## src/hdl/mmu_pkg.sv

```systemverilog
package mmu_pkg;

    localparam int tlb_num     = 16;
    localparam int max_pending = 3;
    localparam int pend_w      = $clog2(max_pending + 1);

    typedef logic [31:0]                vaddr_t;
    typedef logic [31:0]                paddr_t;
    typedef logic [18:0]                vpn2_t;
    typedef logic [19:0]                pfn_t;
    typedef logic [7:0]                 asid_t;
    typedef logic [$clog2(tlb_num)-1:0] tlb_idx_t;
    typedef logic [31:0]                word_t;
    typedef logic [pend_w-1:0]          pend_cnt_t;

    // one half of a page pair
    typedef struct packed {
        pfn_t       pfn;
        logic [2:0] c;
        logic       d;
        logic       v;
    } tlb_page_t;

    // vpn2 in the top bits and page1 in the bottom bits
    typedef struct packed {
        vpn2_t     vpn2;
        asid_t     asid;
        logic      g;
        tlb_page_t page0;
        tlb_page_t page1;
    } tlb_entry_t;

    typedef enum logic [1:0] {
        op_entryhi,
        op_tlbwi,
        op_tlbr,
        op_tlbp
    } tlb_op_e;

    typedef struct packed {
        logic       valid;
        tlb_op_e    op;
        tlb_idx_t   index;
        word_t      entryhi;
        tlb_entry_t entry;
    } maint_cmd_t;

    typedef struct packed {
        word_t      entryhi;
        tlb_entry_t r_entry;
        logic       probe_found;
        tlb_idx_t   probe_index;
    } maint_rsp_t;

    typedef enum logic [1:0] {
        fault_none,
        fault_refill,
        fault_invalid,
        fault_mod
    } fault_e;

    typedef struct packed {
        logic      hit;
        tlb_page_t page;
        tlb_idx_t  index;
    } xlate_res_t;

    typedef enum logic {
        st_idle,
        st_fault
    } fsm_state_e;

endpackage

```

## src/hdl/tlb.sv

```systemverilog
`timescale 1ns/1ps

module tlb (
    input  logic               clk,
    input  logic               reset,
    // translation search
    input  mmu_pkg::vpn2_t     s_vpn2,
    input  logic               s_odd,
    input  mmu_pkg::asid_t     s_asid,
    output mmu_pkg::xlate_res_t s_res,
    // probe search
    input  mmu_pkg::vpn2_t     p_vpn2,
    input  mmu_pkg::asid_t     p_asid,
    output logic               p_found,
    output mmu_pkg::tlb_idx_t  p_index,
    // indexed write and read
    input  logic               we,
    input  mmu_pkg::tlb_idx_t  w_index,
    input  mmu_pkg::tlb_entry_t w_entry,
    input  mmu_pkg::tlb_idx_t  r_index,
    output mmu_pkg::tlb_entry_t r_entry
);
    import mmu_pkg::*;

    tlb_entry_t entries [tlb_num];

    logic [tlb_num-1:0] s_match;
    logic [tlb_num-1:0] p_match;
    tlb_idx_t           s_idx;

    function automatic logic entry_match(
        input tlb_entry_t e,
        input vpn2_t      vpn2,
        input asid_t      asid
    );
        return (e.vpn2 == vpn2) && (e.g || (e.asid == asid));
    endfunction

    // lowest matching index wins
    function automatic tlb_idx_t encode(input logic [tlb_num-1:0] m);
        tlb_idx_t idx;
        idx = '0;
        for (int i = tlb_num - 1; i >= 0; i--) begin
            if (m[i]) begin
                idx = tlb_idx_t'(i);
            end
        end
        return idx;
    endfunction

    // reset invalidates both pages of every entry
    always_ff @(posedge clk) begin
        if (reset) begin
            for (int i = 0; i < tlb_num; i++) begin
                entries[i].page0.v <= 1'b0;
                entries[i].page1.v <= 1'b0;
            end
        end else if (we) begin
            entries[w_index] <= w_entry;
        end
    end

    // parallel compare for both search ports
    always_comb begin
        for (int i = 0; i < tlb_num; i++) begin
            s_match[i] = entry_match(entries[i], s_vpn2, s_asid);
            p_match[i] = entry_match(entries[i], p_vpn2, p_asid);
        end
    end

    assign s_idx = encode(s_match);

    always_comb begin
        s_res.hit   = |s_match;
        s_res.index = s_idx;
        // bit 12 of the address picks the odd page
        s_res.page  = s_odd ? entries[s_idx].page1 : entries[s_idx].page0;
    end

    assign p_found = |p_match;
    assign p_index = encode(p_match);

    assign r_entry = entries[r_index];

endmodule

```

## src/hdl/tlb_maint.sv

```systemverilog
`timescale 1ns/1ps

module tlb_maint (
    input  logic                clk,
    input  logic                reset,
    input  mmu_pkg::maint_cmd_t maint,
    output mmu_pkg::maint_rsp_t maint_rsp,
    output mmu_pkg::asid_t      asid,
    output mmu_pkg::vpn2_t      p_vpn2,
    input  logic                p_found,
    input  mmu_pkg::tlb_idx_t   p_index,
    output logic                we,
    output mmu_pkg::tlb_idx_t   w_index,
    output mmu_pkg::tlb_entry_t w_entry,
    input  mmu_pkg::tlb_entry_t r_entry
);
    import mmu_pkg::*;

    word_t      entryhi;
    tlb_entry_t tlbr_entry;
    logic       probe_found;
    tlb_idx_t   probe_index;

    always_ff @(posedge clk) begin
        if (reset) begin
            entryhi     <= '0;
            probe_found <= 1'b0;
            probe_index <= '0;
        end else if (maint.valid) begin
            case (maint.op)
                op_entryhi: entryhi <= maint.entryhi;
                op_tlbp: begin
                    probe_found <= p_found;
                    probe_index <= p_index;
                end
                default: begin
                end
            endcase
        end
    end

    always_ff @(posedge clk) begin
        if (maint.valid && (maint.op == op_tlbr)) begin
            tlbr_entry <= r_entry;
        end
    end

    // asid and vpn2 fields of entryhi
    assign asid   = entryhi[7:0];
    assign p_vpn2 = entryhi[31:13];

    // index is shared by the write and the read
    assign we      = maint.valid && (maint.op == op_tlbwi);
    assign w_index = maint.index;
    assign w_entry = maint.entry;

    assign maint_rsp = '{
        entryhi:     entryhi,
        r_entry:     tlbr_entry,
        probe_found: probe_found,
        probe_index: probe_index
    };

endmodule

```

## src/hdl/pending_count.sv

```systemverilog
`timescale 1ns/1ps

module pending_count (
    input  logic clk,
    input  logic reset,
    input  logic inc,
    input  logic dec,
    output logic room,
    output logic empty
);
    import mmu_pkg::*;

    pend_cnt_t count;

    always_ff @(posedge clk) begin
        if (reset) begin
            count <= '0;
        end else begin
            case ({inc, dec})
                2'b10: begin
                    if (count != pend_cnt_t'(max_pending)) begin
                        count <= count + 1'b1;
                    end
                end
                2'b01: begin
                    if (count != '0) begin
                        count <= count - 1'b1;
                    end
                end
                // issue and retire together leave it unchanged
                default: begin
                    count <= count;
                end
            endcase
        end
    end

    assign room  = count < pend_cnt_t'(max_pending);
    assign empty = count == '0;

endmodule

```

## src/hdl/xlate_fsm.sv

```systemverilog
`timescale 1ns/1ps

module xlate_fsm (
    input  logic                clk,
    input  logic                reset,
    // upstream sram-like port
    input  logic                up_req,
    input  logic                up_wr,
    input  logic [3:0]          up_wstrb,
    input  mmu_pkg::vaddr_t     up_addr,
    input  mmu_pkg::word_t      up_wdata,
    output logic                up_addr_ok,
    output logic                up_data_ok,
    output mmu_pkg::word_t      up_rdata,
    output mmu_pkg::fault_e     up_fault,
    // tlb search
    output mmu_pkg::vpn2_t      s_vpn2,
    output logic                s_odd,
    input  mmu_pkg::xlate_res_t s_res,
    // downstream sram-like port
    output logic                down_req,
    output logic                down_wr,
    output logic [3:0]          down_wstrb,
    output mmu_pkg::paddr_t     down_addr,
    output mmu_pkg::word_t      down_wdata,
    input  logic                down_addr_ok,
    input  logic                down_data_ok,
    input  mmu_pkg::word_t      down_rdata,
    // pending counter
    output logic                inc,
    output logic                dec,
    input  logic                room,
    input  logic                empty
);
    import mmu_pkg::*;

    fsm_state_e state;
    fsm_state_e state_next;
    fault_e     fault;
    fault_e     fault_r;
    logic       fault_accept;

    assign s_vpn2 = up_addr[31:13];
    assign s_odd  = up_addr[12];

    always_comb begin
        if (!s_res.hit) begin
            fault = fault_refill;
        end else if (!s_res.page.v) begin
            fault = fault_invalid;
        end else if (up_wr && !s_res.page.d) begin
            fault = fault_mod;
        end else begin
            fault = fault_none;
        end
    end

    // clean hit goes straight through while there is room
    assign down_req   = (state == st_idle) && up_req && (fault == fault_none) && room;
    assign down_wr    = up_wr;
    assign down_wstrb = up_wstrb;
    assign down_addr  = {s_res.page.pfn, up_addr[11:0]};
    assign down_wdata = up_wdata;

    // a fault waits until every earlier access has answered
    assign fault_accept = (state == st_idle) && up_req && (fault != fault_none) && empty;

    assign up_addr_ok = (down_req && down_addr_ok) || fault_accept;

    assign inc = down_req && down_addr_ok;
    assign dec = down_data_ok;

    always_comb begin
        state_next = state;
        case (state)
            st_idle: begin
                if (fault_accept) begin
                    state_next = st_fault;
                end
            end
            st_fault: begin
                state_next = st_idle;
            end
            default: begin
                state_next = st_idle;
            end
        endcase
    end

    always_ff @(posedge clk) begin
        if (reset) begin
            state <= st_idle;
        end else begin
            state <= state_next;
        end
    end

    always_ff @(posedge clk) begin
        if (fault_accept) begin
            fault_r <= fault;
        end
    end

    // nothing is in flight while in st_fault
    assign up_data_ok = (state == st_fault) || down_data_ok;
    assign up_rdata   = (state == st_fault) ? '0 : down_rdata;
    assign up_fault   = (state == st_fault) ? fault_r : fault_none;

endmodule

```

## src/hdl/mmu_top.sv

```systemverilog
`timescale 1ns/1ps

module mmu_top (
    input  logic                clk,
    input  logic                reset,
    // upstream, from the core
    input  logic                up_req,
    input  logic                up_wr,
    input  logic [3:0]          up_wstrb,
    input  mmu_pkg::vaddr_t     up_addr,
    input  mmu_pkg::word_t      up_wdata,
    output logic                up_addr_ok,
    output logic                up_data_ok,
    output mmu_pkg::word_t      up_rdata,
    output mmu_pkg::fault_e     up_fault,
    // downstream, to memory
    output logic                down_req,
    output logic                down_wr,
    output logic [3:0]          down_wstrb,
    output mmu_pkg::paddr_t     down_addr,
    output mmu_pkg::word_t      down_wdata,
    input  logic                down_addr_ok,
    input  logic                down_data_ok,
    input  mmu_pkg::word_t      down_rdata,
    // cp0-style maintenance
    input  mmu_pkg::maint_cmd_t maint,
    output mmu_pkg::maint_rsp_t maint_rsp
);
    import mmu_pkg::*;

    asid_t      asid;
    vpn2_t      s_vpn2;
    logic       s_odd;
    xlate_res_t s_res;
    vpn2_t      p_vpn2;
    logic       p_found;
    tlb_idx_t   p_index;
    logic       we;
    tlb_idx_t   w_index;
    tlb_entry_t w_entry;
    tlb_entry_t r_entry;
    logic       inc;
    logic       dec;
    logic       room;
    logic       empty;

    tlb_maint i_maint (
        .clk      (clk),
        .reset    (reset),
        .maint    (maint),
        .maint_rsp(maint_rsp),
        .asid     (asid),
        .p_vpn2   (p_vpn2),
        .p_found  (p_found),
        .p_index  (p_index),
        .we       (we),
        .w_index  (w_index),
        .w_entry  (w_entry),
        .r_entry  (r_entry)
    );

    // tlbr reads through the same index as tlbwi
    tlb i_tlb (
        .clk    (clk),
        .reset  (reset),
        .s_vpn2 (s_vpn2),
        .s_odd  (s_odd),
        .s_asid (asid),
        .s_res  (s_res),
        .p_vpn2 (p_vpn2),
        .p_asid (asid),
        .p_found(p_found),
        .p_index(p_index),
        .we     (we),
        .w_index(w_index),
        .w_entry(w_entry),
        .r_index(w_index),
        .r_entry(r_entry)
    );

    pending_count i_pending (
        .clk  (clk),
        .reset(reset),
        .inc  (inc),
        .dec  (dec),
        .room (room),
        .empty(empty)
    );

    xlate_fsm i_fsm (
        .clk         (clk),
        .reset       (reset),
        .up_req      (up_req),
        .up_wr       (up_wr),
        .up_wstrb    (up_wstrb),
        .up_addr     (up_addr),
        .up_wdata    (up_wdata),
        .up_addr_ok  (up_addr_ok),
        .up_data_ok  (up_data_ok),
        .up_rdata    (up_rdata),
        .up_fault    (up_fault),
        .s_vpn2      (s_vpn2),
        .s_odd       (s_odd),
        .s_res       (s_res),
        .down_req    (down_req),
        .down_wr     (down_wr),
        .down_wstrb  (down_wstrb),
        .down_addr   (down_addr),
        .down_wdata  (down_wdata),
        .down_addr_ok(down_addr_ok),
        .down_data_ok(down_data_ok),
        .down_rdata  (down_rdata),
        .inc         (inc),
        .dec         (dec),
        .room        (room),
        .empty       (empty)
    );

endmodule

```

## config.mk

```make
export PLATFORM = sky130hd
export DESIGN_NAME = mmu_top
export DESIGN_NICKNAME = d
export VERILOG_FILES = /design/src/hdl/mmu_pkg.sv /design/src/hdl/tlb.sv /design/src/hdl/tlb_maint.sv /design/src/hdl/pending_count.sv /design/src/hdl/xlate_fsm.sv /design/src/hdl/mmu_top.sv
export SDC_FILE = /design/constraint.sdc
export NUM_CORES = 2
export LEC_CHECK = 0
export ABC_AREA = 0
export BUFFER_PORTS_ARGS = -buffer_cell sky130_fd_sc_hd__buf_2
export CORE_MARGIN = 4
export CORE_UTILIZATION = 25
export CTS_CLUSTER_DIAMETER = 100
export DETAILED_ROUTE_END_ITERATION = 12
export PLACE_DENSITY = 0.41
export SYNTH_ARGS = -nofsm -noshare
export SYNTH_HDL_FRONTEND = slang
export SYNTH_SLANG_ARGS = --single-unit
```

## constraint.sdc

```tcl
create_clock -name clk -period 10.9 [get_ports clk]
set_input_delay 0 -clock clk [delete_from_list [all_inputs] [get_ports clk]]
set_output_delay 0 -clock clk [all_outputs]
set_load 0.01 [all_outputs]
```

==> run metrics <==
status complete, no violations; Post-Syn Nets approximately 4500; WL per Instance about 31 µm; crit path kind flop to flop; part of the power in combinational logic 6.7%; TritonCTS clock tree yes; Netlist cell types 60; drt initial violations between 4000 and 5000; startpoint type of the worst setup path flop; total negative setup slack 0 ns; die area 278000 µm²; critical path required time approximately 12 ns; final worst-path cycle share between 70% and 80%; DRC 0; Post-DP HPWL about 170 mm; Pint slightly above 9 mW; Crit-path slowest cell dfxtp_1; Avg Cell Area, Syn approximately 16 µm²; largest net degree at the start of global routing 167; async set-reset flop share out of synthesis 0%; Worst Clk Skew approximately 0.071 ns; maximum clock insertion buffer count 4; Arr. time, crit path 8.65 ns; Slew Viols, Final 0; Clk pwr share between 40 and 50%; post-synthesis sequential element count approximately 1400; Cell Area, Synth a little under 70000 µm²; synthesis-to-finish area growth 18.5%; # hold bufs at CTS approximately 190; Critical Path Max Stage Delay 1.02 ns; final wirelength between 200 and 300 mm; Num CTS Buffers 172; Hold Path End down_wdata[20]; GRT overflow 0; most common cell after layout, fill and taps aside edfxtp_1; max_cap viols 0; H-tree lvl count 4; most frequent cells in the layout 1328 x edfxtp_1, 453 x mux4_2, 415 x nand2_1; First-pass DRT Iterations 7; minimum clock period 7.92 ns; ANT nets after route 0; initial antenna violation count 30; Flop pwr share a little under half; Max VDD drop 0.113 mV; number of synthesized flops with an enable pin about 1300; clk_lat worst skew between 0.8 and 0.9 ns; NetSw roughly 2.8 mW; die width 527 µm; Slew HR ~7.7%; Net Sw Frac around 23%; IO Port Bufs 347; vias post-DR 41700; setup slack at placement about 3.5 ns; Worst-path clk slew about 0.06 ns; Lkg Pwr 25.9 nW; Ports 444; reg-to-reg endpoint i_pending.count[0]; Gate Count Post-Synth about 4300; reg2reg start i_maint.entryhi[0]; Worst Reg-to-Reg Cells 19; routed vias/inst just under 5; crit end category flop; final setup violation count 0; Layout Nets a little under 5000; Global Route Usage Sum ~18%; first-pass GRT wire length ~360 mm; r2r setup slk just under 3 ns; main flop type after synthesis edfxtp_1; final cell count without fillers 8427; Ys Warns 0; PwrDens between 150 and 200 nW/µm²; CTS root buffer clkbuf_16; Hold Path Origin up_wdata[20]; clk sinks around 1400; # Post-CTS Setup Buffers 0; crit-path max FO between 100 and 150; worst hold stages 0; Gates resized, CTS repair 0; worst hold path type input port to primary output; Seq/Total Area, Yosys between 60 and 70%; starting density of the core between 20% and 30%; Rows 190; GP Congestion 0.900; worst slew pin tran 1.38 ns; Final Hold Fails 0; setup ws final about 3.0 ns; layout cell share with drive strength beyond 1 roughly a quarter; Fmax approximately 130 MHz; DP Cell Count around 8000; vias in the first global route ~43000; RSZ-0062 raised after global routing false; core area 268000 µm²; Layout fillers between 20000 and 30000; Die Height roughly 530 µm; crit path cell chain xor2_1 > nor4_1 > a21oi_1 > nor3_1 > nor4_1 > a211o_1 > a21oi_4 > buf_12 > buf_12 > mux2i_1 > a221oi_1 > a211o_1 > nand3_2 > nor4_4 > ha_1 > dlygate4sd3_1 > nand2_1 > a311oi_1 > dlygate4sd3_1
==> registers in the layout, summed over array words and instances (netlist names) <==
name / cells
i_maint.maint_rsp: 78
i_fsm.state: 1
i_maint.probe_index: 4
i_fsm.fault_r: 2
i_maint.probe_found: 1
i_pending.count: 2
i_maint.entryhi: 32
i_tlb.entries: 1248
==> kinds of logic (layout without fill, tap and decap cells) <==
group,Yosys count,count (layout),share of synthesized area [%]
AOI/OAI and AO/OA,196,196,2.07
adders and majority gates,2,2,0.0372
DFF,1368,1368,60.4
xor gates and xnor gates,736,736,9.57
and+or+nand+nor,981,981,7.18
buffers and inverters,376,948,2.88
muxes,634,634,17.8
other,0,10,0
==> synthesized netlist by cell type, types with 3 or more instances <==
library cell     n  area share, %
nand3_1        118           0.88
a211oi_1        13           0.14
nor3_1          40           0.30
buf_6           12           0.20
buf_1           32           0.18
or2_2           18           0.17
xor2_1         388            5.0
nand2_1        415            2.3
a311oi_1        45           0.59
nand2b_1        10          0.093
nand4_1         90           0.84
edfxtp_1      1328             59
nor2b_1         34           0.32
buf_12           3          0.089
buf_8            4          0.089
and2_1          40           0.37
buf_2           61           0.45
mux4_2         453             15
or3_1            5          0.046
nor2_1          46           0.26
a22o_1           4          0.052
and4_1           5          0.065
xnor2_1        348            4.5
dfxtp_1         40            1.2
a21oi_1         51           0.38
clkbuf_1       165           0.92
buf_4           71           0.79
and3_1          50           0.46
a41o_1           9           0.13
o21ai_0          6          0.045
inv_1           28           0.16
nor4_1          99           0.92
mux2i_1        181            2.7
a2111oi_0        4          0.052
a211o_1          4          0.052
a31oi_1         44           0.41
==> how the worst max path moves through the flow <==
stage | start | end | slack [ns] | cells after the start
after floorplan | maint[110] | i_tlb.entries[3][0] | 3.12 | 7
after global placement | i_maint.entryhi[0] | i_pending.count[1] | 3.48 | 20
after detailed placement | i_maint.entryhi[0] | i_pending.count[1] | 3.49 | 20
after CTS | i_maint.entryhi[0] | i_pending.count[0] | 2.66 | 19
after global routing | i_maint.entryhi[0] | i_pending.count[0] | 2.41 | 19
final | i_maint.entryhi[0] | i_pending.count[0] | 2.98 | 19
==> worst max-delay path: cells and delay by family (launching register included) <==
| family | cells | cell delay [ns] |
|---|---|---|
| fa+ha+maj | 1 | 0.20 |
| flops | 1 | 1.02 |
| xor+xnor | 1 | 0.25 |
| simple gates | 6 | 2.16 |
| buf+inv | 4 | 2.23 |
| compound gates | 6 | 1.69 |
| mux | 1 | 0.18 |
==> through the flow <==
step	power, mW	utilization [%]	hold slack [ns]	cell area, µm²
floorplan	6.38	-	0.0918	67300
global placement	6.72	27.1	0.0000686	72600
detailed placement	6.71	27.1	0.0000686	72700
CTS	12.3	29.8	0.0000686	79800
global route	12.6	29.8	0.0000196	79800
finish	12.2	29.8	0.00000395	79800
==> metal layers <==
| metal | up-vias | routed length (µm) | part of all wire, % | global-route usage [%] |
|---|---|---|---|---|
| met2 | 1460 | 118000 | 46 | 28.5 |
| li1 | 17500 | - | - | - |
| met3 | 383 | 15500 | 6.0 | 3.12 |
| met1 | 22300 | 117000 | 45 | 25.7 |
| met5 | - | 77 | 0.030 | 0 |
| met4 | 14 | 7290 | 2.8 | 4.69 |
==> cell type report <==
| cell class | instances | area [µm²] | area share, % |
|---|---|---|---|
| tap | 3552 | 4440 | 5.57 |
| clock inverter | 87 | 807 | 1.01 |
| multi-input combinational | 2549 | 24900 | 31.2 |
| sequential | 1368 | 40700 | 51.0 |
| antenna | 10 | 25.0 | 0.0314 |
| clock buffer | 209 | 4450 | 5.58 |
| inverter | 28 | 105 | 0.132 |
| timing repair buffer | 624 | 4390 | 5.50 |
==> power groups by stage <==
stage,Combinational [mW],Sequential [mW],Clock [mW]
global placement,0.768,5.95,0
floorplan,0.441,5.94,0
global route,0.856,5.84,5.88
finish,0.812,5.84,5.50
detailed placement,0.763,5.95,0
CTS,0.820,5.84,5.64
Power figures use the tool's default switching activity.
